$ cat config.mk
export PLATFORM = sky130hd
export DESIGN_NAME = stream_fifo
export DESIGN_NICKNAME = d
export VERILOG_FILES = /design/src/design/stream_fifo.sv
export SDC_FILE = /design/constraint.sdc
export NUM_CORES = 1
export LEC_CHECK = 0
export CAP_MARGIN = 10
export CORE_ASPECT_RATIO = 1.25
export CORE_MARGIN = 5
export CORE_UTILIZATION = 55
export DETAILED_ROUTE_END_ITERATION = 6
export DONT_BUFFER_PORTS = 1
export HOLD_SLACK_MARGIN = 0.15
export PLACE_DENSITY = 0.73
export SYNTH_ARGS = -nofsm -noshare
export SYNTH_HDL_FRONTEND = slang
export SYNTH_SLANG_ARGS = --single-unit
$ cat constraint.sdc
create_clock -name clk -period 3.7 [get_ports clk]
set_input_delay 0.74 -clock clk [delete_from_list [all_inputs] [get_ports clk]]
set_output_delay 0.74 -clock clk [all_outputs]
set_load 0.1 [all_outputs]
$ cat src/design/stream_fifo.sv
`timescale 1ns/100ps

module stream_fifo #(
    parameter type payload_t = logic [15:0],
    parameter int  DEPTH     = 16
) (
    input  logic     clk,
    input  logic     write_counter_rst,
    input  payload_t push_data,
    input  logic     push_valid,
    output logic     push_ready,
    output payload_t pop_data,
    output logic     pop_valid,
    input  logic     pop_ready,
    output logic     almost_full
);
    payload_t                   mem [DEPTH];
    logic [$clog2(DEPTH)-1:0]   wr_ptr;
    logic [$clog2(DEPTH)-1:0]   rd_ptr;
    logic [$clog2(DEPTH+1)-1:0] count;
    logic                       push_fire;
    logic                       pop_fire;

    assign push_ready  = (count != DEPTH);
    assign pop_valid   = (count != 0);
    assign pop_data    = mem[rd_ptr];
    assign almost_full = (count >= DEPTH - 2);
    assign push_fire   = push_valid && push_ready;
    assign pop_fire    = pop_valid && pop_ready;

    always_ff @(posedge clk) begin
        if (push_fire)
            mem[wr_ptr] <= push_data;
    end

    always_ff @(posedge clk) begin
        if (write_counter_rst) begin
            wr_ptr <= '0;
            rd_ptr <= '0;
            count  <= '0;
        end else begin
            if (push_fire)
                wr_ptr <= (wr_ptr == DEPTH - 1) ? '0 : wr_ptr + 1'b1;
            if (pop_fire)
                rd_ptr <= (rd_ptr == DEPTH - 1) ? '0 : rd_ptr + 1'b1;
            case ({push_fire, pop_fire})
                2'b10:   count <= count + 1'b1;
                2'b01:   count <= count - 1'b1;
                default: count <= count;
            endcase
        end
    end

    // a refused word must still be offered next cycle, or it is lost
    assert property (@(posedge clk) disable iff (write_counter_rst)
        push_valid && !push_ready |=> push_valid && $stable(push_data));

endmodule

==> flow_summary.ini <==
[status]
status = finished clean

[routing]
vias = 5209
vias_per_cell = 6.41
drt_iter0_markers = 513
top_layer = met4
wl_met2_mm = 11.8
antenna_left = 0
wirelength_mm = 22.0
dr.pass1.iters = 5
wl_met3_mm = 1.55
wl_per_cell_um = 27.1
wl_met1_mm = 8.28
drcViolationCount = 0

[worst_setup_path]
rr_worst_depth = 10
crit_chain = buf_12 > mux4_2 > a22oi_1 > nand2_1 > buf_4
end_kind = output port
cp.arrival_ns = 2.61
crit_slowest_cell = dfxtp_4
cp_max_fo = 24
reg2reg_slack_ns = 0.60
critPathMaxStageDelay_ns = 0.66
r2r-end = count[4]
rr_startpoint = count[1]
endpoint = pop_data[8]
critPathLaunchType = flip-flop
crit_type = flip-flop to output port
cp.required_ns = 2.96

[worst_hold_path]
hold_path.startpoint = write_counter_rst
min-delay-path-class = input port to flip-flop

[global_routing]
grt_pass1_vias = 5507
antenna_found_initial = 0
grtUsageTotal_pct = 20.6
grt_max_degree = 25
grt_overflow = 0
grt_pass1_wl_mm = 33.7

[layout]
diodes = 0
fillers = 1265
layout.nets = 593
drive_gt1_share_pct = 28.6
stdcell_area_um2 = 12100
area_growth_pct = 13.5

[placement]
dp_slack_ns = 0.677
portBuffers = 0
gp_congestion = 0.807
hpwl_mm = 13.1
place_area_um2 = 11200

[clock_network]
root_buffer = clkbuf_16
cts_buffer_depth = 3
post_cts_buffers = 0
htree_num_levels = 1
cts_made_buffers = 25
holdBufCountCts = 0
clk_latency_ns = 0.51
cts_tree = done
cts.sinks = 273
path_clk_slew_ns = 0.07
cts_resized = 0

[sta]
setup_viol_count_final = 0
slew_headroom_pct = 40.1
layout_setup_ws_ns = 0.354
setup-tns-final_ns = 0
period_share_pct = 90.4
rsz0062_at_grt = false
holdWs_ns = 0.292
timing.fmax_mhz = 299
slew_violations = 0
fin_crit_ns = 3.35
tightest_slew_ns = 0.896
skew_ns = 0.00777
finalHoldViolCount = 0

[power_and_ir_drop]
cellLeakagePower_nw = 3.88
powerDensity_nw_per_um2 = 712
total_power_mw = 8.59
peakVddDrop_mv = 1.04

[die]
core_area_um2 = 18900
io_pins = 39
die_h_um = 165
die_w_um = 134
dieArea_um2 = 22200
fp-row-count = 56
start_util_pct = 56.2

[logic_synthesis]
syn_area_um2 = 10600
syn_inst = 526
ys_seq_area_share_pct = 75.6
synth_ff_type = edfxtp_1
yosys_warnings = 0
async_flop_share_pct = 0
synth_seq_cells = 273
syn-num-nets = 555
syn_area_per_cell_um2 = 20.2
synth_cell_types = 45
synth-edff-count = 256

[run]
cap_violations = 0
-- cells by family after synthesis --
kind of cell	Yosys count	synth area share (%)
compound gates	53	3.79
simple gates	82	3.69
xor+xnor	5	0.412
fa+ha+maj	9	1.06
buf+inv	36	1.55
flops	273	75.6
mux	68	13.9
-- metal layers --
layer | vias up | track usage (%)
met1 | 2733 | 26.3
met3 | 32 | 3.82
li1 | 2242 | -
met2 | 202 | 36.9
met5 | - | 0
met4 | 0 | 5.32
-- worst min-delay path by stage --
stage / to / slack, ns / depth (start not counted)
final: wr_ptr[0] / 0.29 / 1
after global routing: wr_ptr[3] / 0.27 / 1
after CTS: flip-flop / 0.27 / 1
after detailed placement: flip-flop / 0.49 / 2
after global placement: flip-flop / 0.48 / 2
after floorplan: flip-flop / 0.47 / 2
-- area by class of cell --
cell class	instances	area, µm²	share of cell area, %
sequential	273	8030	66.6
clock inverter	14	210	1.74
tap	232	290	2.41
clock buffer	30	644	5.35
multi-input combinational	217	2480	20.6
timing repair buffer	41	370	3.07
inverter	6	22.5	0.187
-- synthesized netlist by cell type (2+ instances only) --
master	instances	share of area, %
nand4b_1	2	0.16
buf_1	6	0.21
nand2b_1	4	0.24
xor2_1	4	0.33
mux4_2	64	14
buf_4	4	0.28
buf_2	5	0.24
nor2b_1	2	0.12
or3_1	2	0.12
nand2_1	30	1.1
inv_1	6	0.21
mux2i_1	4	0.38
edfxtp_1	256	72
a21oi_1	5	0.24
nand3_1	3	0.14
nor3_1	6	0.28
nor4_1	2	0.12
clkbuf_1	13	0.46
dfxtp_1	17	3.2
nand4_1	3	0.18
o21ai_0	4	0.19
ha_1	9	1.1
a22oi_1	32	2.3
nor2_1	22	0.78
-- sequential cells by signal, summed over array words and instances (netlist names), named ones only --
| signal | flops |
|---|---|
| rd_ptr | 4 |
| count | 5 |
| mem | 256 |
| wr_ptr | 4 |
-- worst max-delay path, delay by kind of cell (launching register included) --
kind / cells / cell delay [ns]
flip-flops: 1 / 0.66
multiplexers: 1 / 0.54
buffers and inverters: 2 / 0.53
AO/OA/AOI/OAI: 1 / 0.24
AND/OR/NAND/NOR: 1 / 0.09
-- where the power goes --
group	switching (mW)	internal, mW
clock	1.08	1.60
combinational	1.42	0.813
sequential	0.177	3.49
total	2.68	5.91
-- stage by stage --
stage	utilization, %	std cells
3_3_place_gp	59.2	769
6_report	63.7	813
5_1_grt	63.7	813
2_1_floorplan	-	526
4_1_cts	63.7	813
3_5_place_dp	59.2	769
-- cell usage in the layout (no fill, tap or decap), drive strengths merged, types with 2 or more instances in the layout --
cell type and instances:
mux4 64, edfxtp 256, o211ai 2, ha 9, clkinv 6, xor2 4
nor4 2, dfxtp 17, mux2i 4, nor2 22, nand4 3, a21oi 5
a22oi 32, inv 8, bufinv 5, clkbuf 30, nor3 6, nand2b 4
o21ai 5, nand3 3, or3 2, nor2b 2, buf 41, nand4b 2
nand2 30
Note: power is estimated with default switching activity, not from simulation.
