## src/common/conv_pkg.sv

```systemverilog
package conv_pkg;

    // kernel geometry
    localparam int WT_DIM     = 3;
    localparam int WT_IDX_W   = $clog2(WT_DIM);
    localparam int MAX_FM_DIM = 8;

    localparam int DATA_W = 16;
    localparam int ACC_W  = 40;
    localparam int ADDR_W = 32;
    localparam int LEN_W  = 16;
    localparam int DIM_W  = 4;

    typedef logic signed [DATA_W-1:0] data_t;
    typedef logic signed [ACC_W-1:0]  acc_t;
    typedef logic [ADDR_W-1:0]        addr_t;
    typedef logic [LEN_W-1:0]         len_t;
    typedef logic [DIM_W-1:0]         dim_t;
    typedef logic [WT_IDX_W-1:0]      wt_idx_t;

    localparam int IN_FIFO_DEPTH  = 16;

    // first PE runs WT_DIM-1 output rows ahead of the last one,
    // so its FIFO holds those rows plus the almost-full margin
    localparam int PE_FIFO_DEPTH  = (WT_DIM - 1) * MAX_FM_DIM + 4;

    // whole output map fits, write side can stall freely
    localparam int OUT_FIFO_DEPTH = MAX_FM_DIM * MAX_FM_DIM;

endpackage
```

## src/common/pe_feed_if.sv

```systemverilog
`timescale 1ns/100ps

interface pe_feed_if;
    import conv_pkg::*;

    // weight broadcast, tagged with kernel position
    logic    weight_valid;
    data_t   weight_data;
    wt_idx_t weight_row;
    wt_idx_t weight_col;

    // padded pixel stream
    logic    pixel_valid;
    data_t   pixel_data;
    logic    row_start;
    dim_t    pad_row;

    modport ctrl (
        output weight_valid, weight_data, weight_row, weight_col,
        output pixel_valid, pixel_data, row_start, pad_row
    );

    modport pe (
        input weight_valid, weight_data, weight_row, weight_col,
        input pixel_valid, pixel_data, row_start, pad_row
    );

endinterface

```

## src/conv_engine/conv_row_pe.sv

```systemverilog
`timescale 1ns/100ps

module conv_row_pe #(
    parameter int ROW = 0
) (
    input  logic           clk,
    input  logic           write_counter_rst,
    input  conv_pkg::dim_t fm_dim,
    pe_feed_if.pe          feed,
    output conv_pkg::acc_t sum,
    output logic           sum_valid
);
    import conv_pkg::*;

    data_t weight [WT_DIM];
    data_t window [WT_DIM-1];
    dim_t  col;
    dim_t  pix_col;
    acc_t  dot;
    logic  emit;
    logic  last_pixel;
    logic  pixel_phase;
    int    out_row;

    // column of the pixel currently on the feed
    assign pix_col = feed.row_start ? '0 : col;
    assign out_row = int'(feed.pad_row) - ROW;

    assign emit = feed.pixel_valid && (out_row >= 0) && (out_row < int'(fm_dim)) &&
                  (pix_col >= WT_DIM - 1);
    assign last_pixel = feed.pixel_valid && (feed.pad_row == fm_dim + 1) &&
                        (pix_col == fm_dim + 1);

    // newest tap is the pixel on the feed
    always_comb begin
        dot = acc_t'(weight[WT_DIM-1]) * acc_t'(feed.pixel_data);
        for (int k = 0; k < WT_DIM - 1; k++) begin
            dot = dot + acc_t'(weight[k]) * acc_t'(window[k]);
        end
    end

    always_ff @(posedge clk) begin
        if (feed.weight_valid && int'(feed.weight_row) == ROW)
            weight[feed.weight_col] <= feed.weight_data;
        if (feed.pixel_valid) begin
            for (int k = 0; k < WT_DIM - 2; k++) begin
                window[k] <= window[k+1];
            end
            window[WT_DIM-2] <= feed.pixel_data;
        end
        if (emit)
            sum <= dot;
    end

    always_ff @(posedge clk) begin
        if (write_counter_rst) begin
            col         <= '0;
            sum_valid   <= 1'b0;
            pixel_phase <= 1'b0;
        end else begin
            sum_valid <= emit;
            if (feed.pixel_valid)
                col <= pix_col + 1'b1;
            if (last_pixel)
                pixel_phase <= 1'b0;
            else if (feed.pixel_valid)
                pixel_phase <= 1'b1;
        end
    end

    // weights for the next map only after the padded stream ends
    assert property (@(posedge clk) disable iff (write_counter_rst)
        pixel_phase |-> !feed.weight_valid);

endmodule

```

## src/flat_wrapper.sv

```systemverilog
// flat-port wrapper written by rule: the top's interface ports become plain ports
module conv_row_pe_flat import conv_pkg::*;
#(
    parameter int ROW = 0
)
  (clk, write_counter_rst, fm_dim, sum, sum_valid, feed_weight_valid, feed_weight_data, feed_weight_row, feed_weight_col, feed_pixel_valid, feed_pixel_data, feed_row_start, feed_pad_row);
  pe_feed_if feed_i ();
  input  logic clk;
  input  logic write_counter_rst;
  input  conv_pkg::dim_t fm_dim;
  output conv_pkg::acc_t sum;
  output logic sum_valid;
  input wire logic [$bits(feed_i.weight_valid)-1:0] feed_weight_valid;
  input wire logic [$bits(feed_i.weight_data)-1:0] feed_weight_data;
  input wire logic [$bits(feed_i.weight_row)-1:0] feed_weight_row;
  input wire logic [$bits(feed_i.weight_col)-1:0] feed_weight_col;
  input wire logic [$bits(feed_i.pixel_valid)-1:0] feed_pixel_valid;
  input wire logic [$bits(feed_i.pixel_data)-1:0] feed_pixel_data;
  input wire logic [$bits(feed_i.row_start)-1:0] feed_row_start;
  input wire logic [$bits(feed_i.pad_row)-1:0] feed_pad_row;
  assign feed_i.weight_valid = feed_weight_valid;
  assign feed_i.weight_data = feed_weight_data;
  assign feed_i.weight_row = feed_weight_row;
  assign feed_i.weight_col = feed_weight_col;
  assign feed_i.pixel_valid = feed_pixel_valid;
  assign feed_i.pixel_data = feed_pixel_data;
  assign feed_i.row_start = feed_row_start;
  assign feed_i.pad_row = feed_pad_row;
  conv_row_pe #(.ROW(ROW)) u_core (.clk(clk), .write_counter_rst(write_counter_rst), .fm_dim(fm_dim), .feed(feed_i), .sum(sum), .sum_valid(sum_valid));
endmodule
```

## config.mk

```make
export PLATFORM = sky130hd
export DESIGN_NAME = conv_row_pe_flat
export DESIGN_NICKNAME = d
export VERILOG_FILES = /design/src/common/conv_pkg.sv /design/src/common/pe_feed_if.sv /design/src/conv_engine/conv_row_pe.sv /design/src/flat_wrapper.sv
export SDC_FILE = /design/constraint.sdc
export NUM_CORES = 2
export LEC_CHECK = 0
export ABC_AREA = 1
export ABC_CLOCK_PERIOD_IN_PS = 7500
export BUFFER_PORTS_ARGS = -buffer_cell sky130_fd_sc_hd__buf_4
export CAP_MARGIN = 20
export CELL_PAD_IN_SITES_DETAIL_PLACEMENT = 0
export CELL_PAD_IN_SITES_GLOBAL_PLACEMENT = 1
export CORE_MARGIN = 5
export CORE_UTILIZATION = 45
export DETAILED_ROUTE_END_ITERATION = 16
export PLACE_DENSITY = 0.84
export SYNTH_ARGS = -nofsm -noshare
export SYNTH_HDL_FRONTEND = slang
export SYNTH_SLANG_ARGS = --single-unit
```

## constraint.sdc

```tcl
create_clock -name clk -period 7.5 [get_ports clk]
set_clock_uncertainty 0.15 [all_clocks]
set_input_delay 0.375 -clock clk [delete_from_list [all_inputs] [get_ports clk]]
set_output_delay 0.375 -clock clk [all_outputs]
set_load 0.01 [all_outputs]
```

==> reports/metrics.yaml <==
sta:
  hold_ws_ns: 0.0483
  finalSetupViolCount: 0
  hold_viol: 0
  fmax_mhz: 134
  timing.final.crit_period_ns: 7.45
  slew_violations: 0
  worst_pin_slew_ns: 0.997
  maxSlewHeadroom: 0.335
  finalCritPeriodShare: 0.994
  rsz0062_at_grt: "true"
  totalNegativeSetupSlack_ns: 0
cts:
  clockRootBuffer: "clkbuf_16"
  clkTransAtPathRegs_ns: 0.07
  cts_tree: "yes"
  numCtsBuffers: 17
  clock_latency_ns: 0.49
  clock_path_buffers: 2
  cts_htree_levels: 4
  clkSinkCount: 125
global_route:
  grt_pass1_wl_um: 181000
  antenna_found_initial: 8
  grt_usage: 0.244
  grt_start_max_net_pins: 41
  grt_overflow_total: 0
  grt_pass1_vias: 34597
die:
  fp-row-count: 108
  initial_core_util: 0.454
  num_io_pins: 90
  die_w_um: 306
  dieArea_sq_um: 93600
  die_y_um: 306
  core_area_sq_um: 86900
final_layout:
  nets: 6689
  fill_cells: 7875
  final_common_cell: "inv_1"
  drive_gt1_frac: 0.231
  area_growth_syn_to_layout_pct: 24.6
  layout.cells.non_filler: 6708
  final_cell_mix: "1,515 x inv_1, 1,192 x nand2_1, 792 x fa_1, 565 x buf_4, 198 x ha_1"
hold_path:
  holdCritPathClass: "primary input to register"
  min_from: "feed_weight_data[14]"
  min_path_cells: 1
  min_to: "u_core.weight[2][14]$_DFFE_PP_"
critical_path:
  reg2reg_to: "u_core.sum[28]$_DFFE_PP_"
  r2r-start: "u_core.weight[1][15]$_DFFE_PP_"
  worst-path-stages: 31
  rrSetupSlack_ns: 0.05
  cp.required_ns: 7.57
  reg2reg_depth: 31
  crit_slowest_cell: "fa_2"
  path_common_cell: "nand2_1"
  cp_max_fo: 6
  crit_buf_inv: 6
  end_kind: "register"
  worstPathArrival_ns: 7.52
  cp_top_family: "adder cells"
  timing_worst_setup_path_type: "register to register"
  cpPeakStageDelay_ns: 0.61
  crit_start: "u_core.weight[1][15]$_DFFE_PP_"
  cp-start-kind: "register"
logic_synthesis:
  synth_area_per_cell_sq_um: 7.81
  synthFlopType: "edfxtp_1"
  syn-instance-count: 5046
  syn-num-nets: 6197
  yosysSeqAreaShare: 0.0940
  yosysWarnings: 0
  synth.distinct_cells: 43
  synthArstFlopShare: 0
  synth-seq-cells: 125
  synth_edf_count: 120
  syn_area_sq_um: 39400
placement:
  numPortBuffers: 89
  placed_cells: 6599
  hpwl_um: 97400
  gp_congestion: 0.913
drt:
  drc: 0
  vias_per_cell: 4.87
  dr_total_vias: 32697
  drtAntennaViolNets: 0
  first_iter_violations: 1963
  wl_per_cell_um: 16.8
  drt_wl_total_um: 113000
  detail_route.first_pass.iterations: 6
run:
  max_cap_viol_count: 0
run_status:
  status: "finished, final reports clean"
==> metrics by stage <==
stage,worst slack [ns],util,instance area (sq um)
CTS,-0.00476,0.537,46600
detailed placement,-0.426,0.518,45000
global placement,-0.420,0.518,45000
floorplan,0.0921,-,39400
finish,0.0486,0.565,49100
global route,-0.226,0.565,49100
==> layout make-up <==
cell class,instances,area [sq um],area share
Antenna cell,2,5.00,0.000102
Tap cell,1155,1450,0.0294
Clock buffer,18,429,0.00874
Multi-Input combinational cell,3177,32000,0.651
Inverter,1571,5920,0.120
Clock inverter,14,134,0.00273
Sequential cell,125,3700,0.0754
Timing Repair Buffer,646,5500,0.112
==> state kept, by name, summed over array words and instances (netlist names) <==
register	cells
u_core.sum	40
u_core.weight	48
u_core.window	32
u_core.sum_valid	1
u_core.col	4
==> layer usage <==
metal  part of all wire  vias up  GRT usage  routed length (um)
met5            0.00020        -          0                  22
met4              0.039        4     0.0800                4410
met3              0.056      202     0.0304                6260
met2               0.50      852      0.426               56100
met1               0.41    16295      0.316               45900
li1                   -    15344          -                   -
==> worst register-to-register path, delay by kind of cell, from the launching register on <==
kind	cells	cell delay (ns)
flip-flops	1	0.52
buffers and inverters	6	0.55
AO/OA/AOI/OAI	2	0.38
AND/OR/NAND/NOR	13	1.31
adder cells (fa/ha/maj)	9	4.01
XOR/XNOR	1	0.29
==> synth_stat cells, types with 2 or more instances <==
| master | count | area [sq um] |
|---|---|---|
| a21o_1 | 3 | 22.5 |
| a21oi_1 | 119 | 596 |
| a21oi_2 | 8 | 70.1 |
| and2_1 | 2 | 12.5 |
| buf_1 | 3 | 11.3 |
| clkbuf_1 | 170 | 638 |
| dfxtp_1 | 5 | 100 |
| edfxtp_1 | 120 | 3600 |
| fa_1 | 819 | 16400 |
| ha_1 | 283 | 3540 |
| inv_1 | 1566 | 5880 |
| inv_2 | 5 | 18.8 |
| nand2_1 | 1327 | 4980 |
| nand2_2 | 30 | 188 |
| nand3_1 | 92 | 460 |
| nand3_2 | 13 | 130 |
| nand3b_1 | 9 | 67.6 |
| nand4_1 | 41 | 257 |
| nor2_1 | 177 | 664 |
| nor2_2 | 20 | 125 |
| nor2_4 | 3 | 33.8 |
| nor3_1 | 21 | 105 |
| nor3_2 | 10 | 100 |
| nor4_1 | 4 | 25.0 |
| o211ai_1 | 3 | 22.5 |
| o21a_1 | 4 | 30.0 |
| o21ai_0 | 59 | 295 |
| o21ai_1 | 14 | 70.1 |
| o21ai_2 | 3 | 26.3 |
| o21bai_1 | 13 | 97.6 |
| or2_2 | 16 | 100 |
| xnor2_1 | 40 | 350 |
| xor2_1 | 34 | 298 |
==> repair_timing <==
action	4_1_cts	5_1_grt
hold buffers	11	0
endpoints found under the setup margin	24	27
gates resized for setup	155	540
setup buffers	22	41
pin swaps	30	175
gates cloned	0	2
hold endpoints to repair	27	0
==> worst max path at each step <==
stage | endpoint | slack [ns]
floorplan | u_core.sum[34]$_DFFE_PP_ | 0.09
global placement | u_core.sum[28]$_DFFE_PP_ | -0.42
detailed placement | u_core.sum[28]$_DFFE_PP_ | -0.43
CTS | u_core.sum[28]$_DFFE_PP_ | -0.005
global route | u_core.sum[30]$_DFFE_PP_ | -0.23
finish | u_core.sum[28]$_DFFE_PP_ | 0.05
==> kinds of logic after synthesis <==
kind of cell,synth area share
and+or+nand+nor,0.185
buffers and inverters,0.166
adders and majority gates,0.506
AOI/OAI and AO/OA,0.0328
DFF,0.0940
xor gates and xnor gates,0.0164
Power is left out: the tool's default activity adds up to more than one toggle a clock period on the data nets, which glitch-free logic cannot reach.
