### src/common/conv_pkg.sv
package conv_pkg;

    // kernel geometry
    localparam int WT_DIM     = 3;
    localparam int WT_IDX_W   = $clog2(WT_DIM);
    localparam int MAX_FM_DIM = 8;

    localparam int DATA_W = 16;
    localparam int ACC_W  = 40;
    localparam int ADDR_W = 32;
    localparam int LEN_W  = 16;
    localparam int DIM_W  = 4;

    typedef logic signed [DATA_W-1:0] data_t;
    typedef logic signed [ACC_W-1:0]  acc_t;
    typedef logic [ADDR_W-1:0]        addr_t;
    typedef logic [LEN_W-1:0]         len_t;
    typedef logic [DIM_W-1:0]         dim_t;
    typedef logic [WT_IDX_W-1:0]      wt_idx_t;

    localparam int IN_FIFO_DEPTH  = 16;

    // first PE runs WT_DIM-1 output rows ahead of the last one,
    // so its FIFO holds those rows plus the almost-full margin
    localparam int PE_FIFO_DEPTH  = (WT_DIM - 1) * MAX_FM_DIM + 4;

    // whole output map fits, write side can stall freely
    localparam int OUT_FIFO_DEPTH = MAX_FM_DIM * MAX_FM_DIM;

endpackage
### src/common/pe_feed_if.sv
`timescale 1ns/100ps

interface pe_feed_if;
    import conv_pkg::*;

    // weight broadcast, tagged with kernel position
    logic    weight_valid;
    data_t   weight_data;
    wt_idx_t weight_row;
    wt_idx_t weight_col;

    // padded pixel stream
    logic    pixel_valid;
    data_t   pixel_data;
    logic    row_start;
    dim_t    pad_row;

    modport ctrl (
        output weight_valid, weight_data, weight_row, weight_col,
        output pixel_valid, pixel_data, row_start, pad_row
    );

    modport pe (
        input weight_valid, weight_data, weight_row, weight_col,
        input pixel_valid, pixel_data, row_start, pad_row
    );

endinterface

### src/conv_engine/conv_controller.sv
`timescale 1ns/100ps

module conv_controller (
    input  logic            clk,
    input  logic            write_counter_rst,
    input  logic            start,
    output logic            idle,
    input  conv_pkg::dim_t  fm_dim,
    input  conv_pkg::addr_t wt_offset,
    input  conv_pkg::addr_t ifm_offset,
    input  conv_pkg::addr_t ofm_offset,
    output conv_pkg::addr_t read_addr,
    output conv_pkg::len_t  read_len,
    output logic            read_addr_valid,
    input  logic            read_addr_ready,
    input  conv_pkg::data_t in_data,
    input  logic            in_valid,
    output logic            in_ready,
    pe_feed_if.ctrl         feed,
    input  logic            pe_fifo_space,
    input  logic            out_fire,
    output conv_pkg::addr_t write_addr,
    output conv_pkg::len_t  write_len,
    output logic            write_addr_valid,
    input  logic            write_addr_ready,
    input  logic            resp_valid,
    output logic            resp_ready
);
    import conv_pkg::*;

    typedef enum logic [2:0] {
        S_IDLE,
        S_LOAD_WT,
        S_LOAD_FM,
        S_DRAIN,
        S_WAIT_RESP
    } state_t;

    state_t  state;
    wt_idx_t m_cnt;
    wt_idx_t n_cnt;
    dim_t    x_cnt;
    dim_t    y_cnt;
    len_t    out_cnt;
    len_t    fm_sq;
    logic    halo;
    logic    in_fire;
    logic    last_wt;
    logic    last_x;
    logic    last_px;

    assign fm_sq = len_t'(fm_dim) * len_t'(fm_dim);

    // border of the padded map
    assign halo = (x_cnt == 0) || (y_cnt == 0) ||
                  (x_cnt == fm_dim + 1) || (y_cnt == fm_dim + 1);

    assign in_ready = (state == S_LOAD_WT) ||
                      (state == S_LOAD_FM && !halo && pe_fifo_space);
    assign in_fire  = in_valid && in_ready;
    assign last_wt  = (m_cnt == WT_DIM - 1) && (n_cnt == WT_DIM - 1);
    assign last_x   = (x_cnt == fm_dim + 1);
    assign last_px  = last_x && (y_cnt == fm_dim + 1);

    assign feed.weight_valid = (state == S_LOAD_WT) && in_fire;
    assign feed.weight_data  = in_data;
    assign feed.weight_row   = m_cnt;
    assign feed.weight_col   = n_cnt;
    // halo zeros go out without waiting on the input FIFO
    assign feed.pixel_valid  = (state == S_LOAD_FM) && pe_fifo_space && (halo || in_valid);
    assign feed.pixel_data   = halo ? '0 : in_data;
    assign feed.row_start    = (x_cnt == 0);
    assign feed.pad_row      = y_cnt;

    assign idle       = (state == S_IDLE);
    assign read_addr  = (state == S_LOAD_FM) ? ifm_offset : wt_offset;
    assign read_len   = (state == S_LOAD_FM) ? fm_sq : len_t'(WT_DIM * WT_DIM);
    assign write_addr = ofm_offset;
    assign write_len  = fm_sq;
    assign resp_ready = 1'b1;

    always_ff @(posedge clk) begin
        if (write_counter_rst) begin
            state            <= S_IDLE;
            m_cnt            <= '0;
            n_cnt            <= '0;
            x_cnt            <= '0;
            y_cnt            <= '0;
            out_cnt          <= '0;
            read_addr_valid  <= 1'b0;
            write_addr_valid <= 1'b0;
        end else begin
            if (read_addr_valid && read_addr_ready)
                read_addr_valid <= 1'b0;
            if (write_addr_valid && write_addr_ready)
                write_addr_valid <= 1'b0;
            if (out_fire)
                out_cnt <= out_cnt + 1'b1;

            case (state)
                S_IDLE: begin
                    if (start) begin
                        state           <= S_LOAD_WT;
                        read_addr_valid <= 1'b1;
                        m_cnt           <= '0;
                        n_cnt           <= '0;
                        x_cnt           <= '0;
                        y_cnt           <= '0;
                        out_cnt         <= '0;
                    end
                end
                S_LOAD_WT: begin
                    if (in_fire) begin
                        n_cnt <= n_cnt + 1'b1;
                        if (n_cnt == WT_DIM - 1) begin
                            n_cnt <= '0;
                            m_cnt <= m_cnt + 1'b1;
                        end
                        // request the feature map after the last weight
                        if (last_wt) begin
                            m_cnt           <= '0;
                            state           <= S_LOAD_FM;
                            read_addr_valid <= 1'b1;
                        end
                    end
                end
                S_LOAD_FM: begin
                    if (feed.pixel_valid) begin
                        x_cnt <= x_cnt + 1'b1;
                        if (last_x) begin
                            x_cnt <= '0;
                            y_cnt <= y_cnt + 1'b1;
                        end
                        if (last_px) begin
                            y_cnt <= '0;
                            state <= S_DRAIN;
                        end
                    end
                end
                S_DRAIN: begin
                    if (out_cnt == fm_sq) begin
                        write_addr_valid <= 1'b1;
                        state            <= S_WAIT_RESP;
                    end
                end
                S_WAIT_RESP: begin
                    // status word is not checked
                    if (resp_valid)
                        state <= S_IDLE;
                end
                default: state <= S_IDLE;
            endcase
        end
    end

    assert property (@(posedge clk) disable iff (write_counter_rst)
        read_addr_valid && !read_addr_ready |=>
            read_addr_valid && $stable(read_addr) && $stable(read_len));

    // outputs only while computing, never more than one map
    assert property (@(posedge clk) disable iff (write_counter_rst)
        out_fire |-> (state == S_LOAD_FM || state == S_DRAIN) && (out_cnt < fm_sq));

endmodule

### src/flat_wrapper.sv
// flat-port wrapper written by rule: the top's interface ports become plain ports
module conv_controller_flat import conv_pkg::*;
  (clk, write_counter_rst, start, idle, fm_dim, wt_offset, ifm_offset, ofm_offset, read_addr, read_len, read_addr_valid, read_addr_ready, in_data, in_valid, in_ready, pe_fifo_space, out_fire, write_addr, write_len, write_addr_valid, write_addr_ready, resp_valid, resp_ready, feed_weight_valid, feed_weight_data, feed_weight_row, feed_weight_col, feed_pixel_valid, feed_pixel_data, feed_row_start, feed_pad_row);
  pe_feed_if feed_i ();
  input  logic clk;
  input  logic write_counter_rst;
  input  logic start;
  output logic idle;
  input  conv_pkg::dim_t fm_dim;
  input  conv_pkg::addr_t wt_offset;
  input  conv_pkg::addr_t ifm_offset;
  input  conv_pkg::addr_t ofm_offset;
  output conv_pkg::addr_t read_addr;
  output conv_pkg::len_t read_len;
  output logic read_addr_valid;
  input  logic read_addr_ready;
  input  conv_pkg::data_t in_data;
  input  logic in_valid;
  output logic in_ready;
  input  logic pe_fifo_space;
  input  logic out_fire;
  output conv_pkg::addr_t write_addr;
  output conv_pkg::len_t write_len;
  output logic write_addr_valid;
  input  logic write_addr_ready;
  input  logic resp_valid;
  output logic resp_ready;
  output wire logic [$bits(feed_i.weight_valid)-1:0] feed_weight_valid;
  output wire logic [$bits(feed_i.weight_data)-1:0] feed_weight_data;
  output wire logic [$bits(feed_i.weight_row)-1:0] feed_weight_row;
  output wire logic [$bits(feed_i.weight_col)-1:0] feed_weight_col;
  output wire logic [$bits(feed_i.pixel_valid)-1:0] feed_pixel_valid;
  output wire logic [$bits(feed_i.pixel_data)-1:0] feed_pixel_data;
  output wire logic [$bits(feed_i.row_start)-1:0] feed_row_start;
  output wire logic [$bits(feed_i.pad_row)-1:0] feed_pad_row;
  assign feed_weight_valid = feed_i.weight_valid;
  assign feed_weight_data = feed_i.weight_data;
  assign feed_weight_row = feed_i.weight_row;
  assign feed_weight_col = feed_i.weight_col;
  assign feed_pixel_valid = feed_i.pixel_valid;
  assign feed_pixel_data = feed_i.pixel_data;
  assign feed_row_start = feed_i.row_start;
  assign feed_pad_row = feed_i.pad_row;
  conv_controller u_core (.clk(clk), .write_counter_rst(write_counter_rst), .start(start), .idle(idle), .fm_dim(fm_dim), .wt_offset(wt_offset), .ifm_offset(ifm_offset), .ofm_offset(ofm_offset), .read_addr(read_addr), .read_len(read_len), .read_addr_valid(read_addr_valid), .read_addr_ready(read_addr_ready), .in_data(in_data), .in_valid(in_valid), .in_ready(in_ready), .feed(feed_i), .pe_fifo_space(pe_fifo_space), .out_fire(out_fire), .write_addr(write_addr), .write_len(write_len), .write_addr_valid(write_addr_valid), .write_addr_ready(write_addr_ready), .resp_valid(resp_valid), .resp_ready(resp_ready));
endmodule
### config.mk
export PLATFORM = sky130hd
export DESIGN_NAME = conv_controller_flat
export DESIGN_NICKNAME = d
export VERILOG_FILES = /design/src/common/conv_pkg.sv /design/src/common/pe_feed_if.sv /design/src/conv_engine/conv_controller.sv /design/src/flat_wrapper.sv
export SDC_FILE = /design/constraint.sdc
export NUM_CORES = 1
export LEC_CHECK = 0
export BUFFER_PORTS_ARGS = -buffer_cell sky130_fd_sc_hd__buf_4
export CORE_AREA = 5 5 102 104
export CTS_CLUSTER_DIAMETER = 40
export DETAILED_ROUTE_END_ITERATION = 7
export DIE_AREA = 0 0 107 109
export PLACE_DENSITY = 0.79
export SLEW_MARGIN = 20
export SYNTH_ARGS = -nofsm -noshare
export SYNTH_HDL_FRONTEND = slang
export SYNTH_SLANG_ARGS = --single-unit
### constraint.sdc
create_clock -name clk -period 2.82 [get_ports clk]
set_input_delay 0.282 -clock clk [delete_from_list [all_inputs] [get_ports clk]]
set_output_delay 0.282 -clock clk [all_outputs]
set_load 0.03 [all_outputs]
==> impl_results.md <==
* Status: complete, no violations
* Pre-Repair DR Iteration Count at 4
* Largest net degree at the start of global routing at 41
* Core area at 9460 um^2
* Pleak at 2.17 nW
* Area of the mapped netlist at 3220 um^2
* Clk buf depth at 2
* Crit. End Element: output pin
* Row Count at 36
* Crit path kind: register to output pin
* Slowest CP cell: xor3_1
* Worst hold path type: primary input to register
* Sequential Area at 661 um^2
* Fraction of met2 tracks used by global routing at 33.3%
* Sequential fraction of the synthesis area at 20.5%
* Vias/cell at 4.83
* Crit path cell chain: xor3_1, a2111oi_4, and2_2, nor3_2, buf_4, a31o_2, buf_4
* Worst EP arrival at 2.38 ns
* Met3 usage at 4.03%
* GRT overflow at 0
* Initial Util at 34.0%
* Final worst slack at 0.158 ns
* DP Wirelength at 9.36 mm
* PD cells at 394 nW/um^2
* Max Cap Viol at 0
* Maximum VDD drop at 0.207 mV
* IO Pins at 269
* Worst-margin pin slew at 0.580 ns
* Crit path top cell by count: buf_4
* Clock Tree Root: clkbuf_8
* R2r setup slk at 0.60 ns
* Tmin final at 2.66 ns
* # nets final at 718
* Initial detailed-routing violation count at 167
* Warnings, synthesis at 0
* Layout cells sized above 1 at 35.8%
* Place WS at 0.288 ns
* Level count of the clock H-tree at 2
* Hold Violations, Final at 0
* Grt met1 use at 19.6%
* Sinks on the clock net at 33
* WL final at 11.1 mm
* Netlist cell types at 49
* Initial antenna violation count at 3
* Critical Path Max Stage Delay at 0.51 ns
* Top delay family on crit path: XOR/XNOR gates
* Setup crit start kind: register
* Number of global-route vias before repair at 3320
* Top post-synthesis cells by count: nand2_1 (116), buf_4 (68), dfxtp_1 (33)
* Post-CTS Setup Bufs at 0
* Post_cts resized at 0
* Full die area at 11700 um^2
* Clk Latency, worst-skew pair at 0.30 ns
* DRT antenna net count at 0
* Count leader, synth: nand2_1
* Final Total Pwr at 1.73 mW
* Layout area overhead at 36.2%
* Synthesis-stage register bit count at 33
* Synth top area cells: dfxtp_1 (21%), buf_4 (16%), nand2_1 (14%)
* Dpl cell area at 4260 um^2
* Post-Route Skew at 0.00342 ns
* Input/output buffers at 185
* Fin Setup TNS at 0 ns
* Post-route cell area at 4380 um^2
* RSZ-0062 raised after global routing: false
* Rel. slew slack at 61.3%
* CP Data Required Time at 2.54 ns
* # fillers at 941
* Remaining DRCs at 0
* GRT Util Overall at 17.8%
* Gpl congestion at 0.830
* Die height at 109 um
* Synth Instances at 456
* Worst-path maximum fanout at 18
* CTS Hold Bufs at 0
* Slew Limit Fails at 0
* Top FF cell, synth: dfxtp_1
* Most used routing layer: met2
* FMAX at 0.376 GHz
* Avg Synthesized Cell Area at 7.06 um^2
* Clock slew at reported path FFs at 0.07 ns
* Post-synth EDFFs at 0
* Wire length per cell at 15.8 um
* # setup viols final at 0
* Area share of the largest cell type after synthesis at 20.5%
* Yosys top cell by area: dfxtp_1
* Buf/Inv on CP at 2
* CTS buffer count at 5
* Vias at 3378
* Asr flop ratio synth at 0%
* Layout Utilization at 46.3%
* Die X at 107 um
* First-pass GRT wire length at 16.3 mm
* CTS tree: built
* Multi-input gate area at 2010 um^2
* Final Cycle Share at 94.4%
## registers in the layout (all words and copies together) (netlist names)
name,count
u_core.write_addr_valid,1
u_core.feed.weight_col,2
u_core.out_cnt,16
u_core.feed.weight_row,2
u_core.x_cnt,4
u_core.state,3
u_core.read_addr_valid,1
u_core.feed.pad_row,4
## layer usage
metal | vias to the layer above | share of wire [%]
li1 | 1658 | -
met1 | 1540 | 37
met2 | 165 | 53
met3 | 15 | 7.0
met4 | 0 | 2.6
met5 | - | 0
## where the power goes
group	leakage, nW	switching [mW]	internal (mW)	total [mW]
clock network	0.0544	0.197	0.264	0.461
logic	1.85	0.466	0.301	0.767
registers	0.267	0.0206	0.477	0.498
## path summary, 6_finish.rpt
path                                            start                            endpoint  cells after the start
hold reg to reg    u_core.write_addr_valid$_SDFF_PP0_  u_core.write_addr_valid$_SDFF_PP0_                      2
setup / recovery  u_core.feed.pad_row[2]$_SDFFE_PP0P_                            in_ready                      7
setup reg to reg  u_core.feed.pad_row[2]$_SDFFE_PP0P_        u_core.x_cnt[2]$_SDFFE_PP0P_                      6
hold / removal                       write_addr_ready  u_core.write_addr_valid$_SDFF_PP0_                      3
## cell type report
cell class,count,share of cell area [%]
multi-input combinational,344,45.8
timing repair buffer,188,32.2
sequential,33,15.1
tap,114,3.25
clock buffer,5,1.57
clock inverter,3,1.06
inverter,10,0.856
antenna,3,0.171
## kinds of logic after synthesis
family	count (synthesis)	synth area share [%]
compound gates	41	8.94
mux	4	1.24
simple gates	236	35.3
buf+inv	96	19.2
xor+xnor	33	10.3
fa+ha+maj	11	4.28
flops	33	20.5
other cells	2	0.233
## worst register-to-register path: cells and delay by family, from the launching register on
kind            cells  cell delay [ns]
simple gates        2             0.57
xor+xnor            1             0.51
flops               1             0.47
compound gates      3             0.63
## per-stage QoR
step                      std cells  hold slack (ns)
after global routing            700            0.277
after floorplan                 473            0.430
final                           700            0.263
after CTS                       697            0.258
after global placement          689            0.484
after detailed placement        689            0.500
## placed cells by master, fill, tap and decap left out, drive strengths merged, types with 3 or more instances in the layout
cell,Yosys,final
and2,28,28
xnor2,17,17
nor4,3,3
nor2,31,31
nand3,13,13
nor2b,3,3
and4,3,3
a31oi,5,5
diode,0,3
dfxtp,33,33
clkbuf,15,5
nor3b,3,3
inv,10,10
nand2b,7,7
nand4,9,9
mux2i,4,4
nand2,116,116
xor2,13,13
a21oi,14,14
conb,2,19
nor3,7,7
ha,11,11
o21ai,6,6
buf,71,188
a21o,5,5
(Power assumes the default switching activity.)
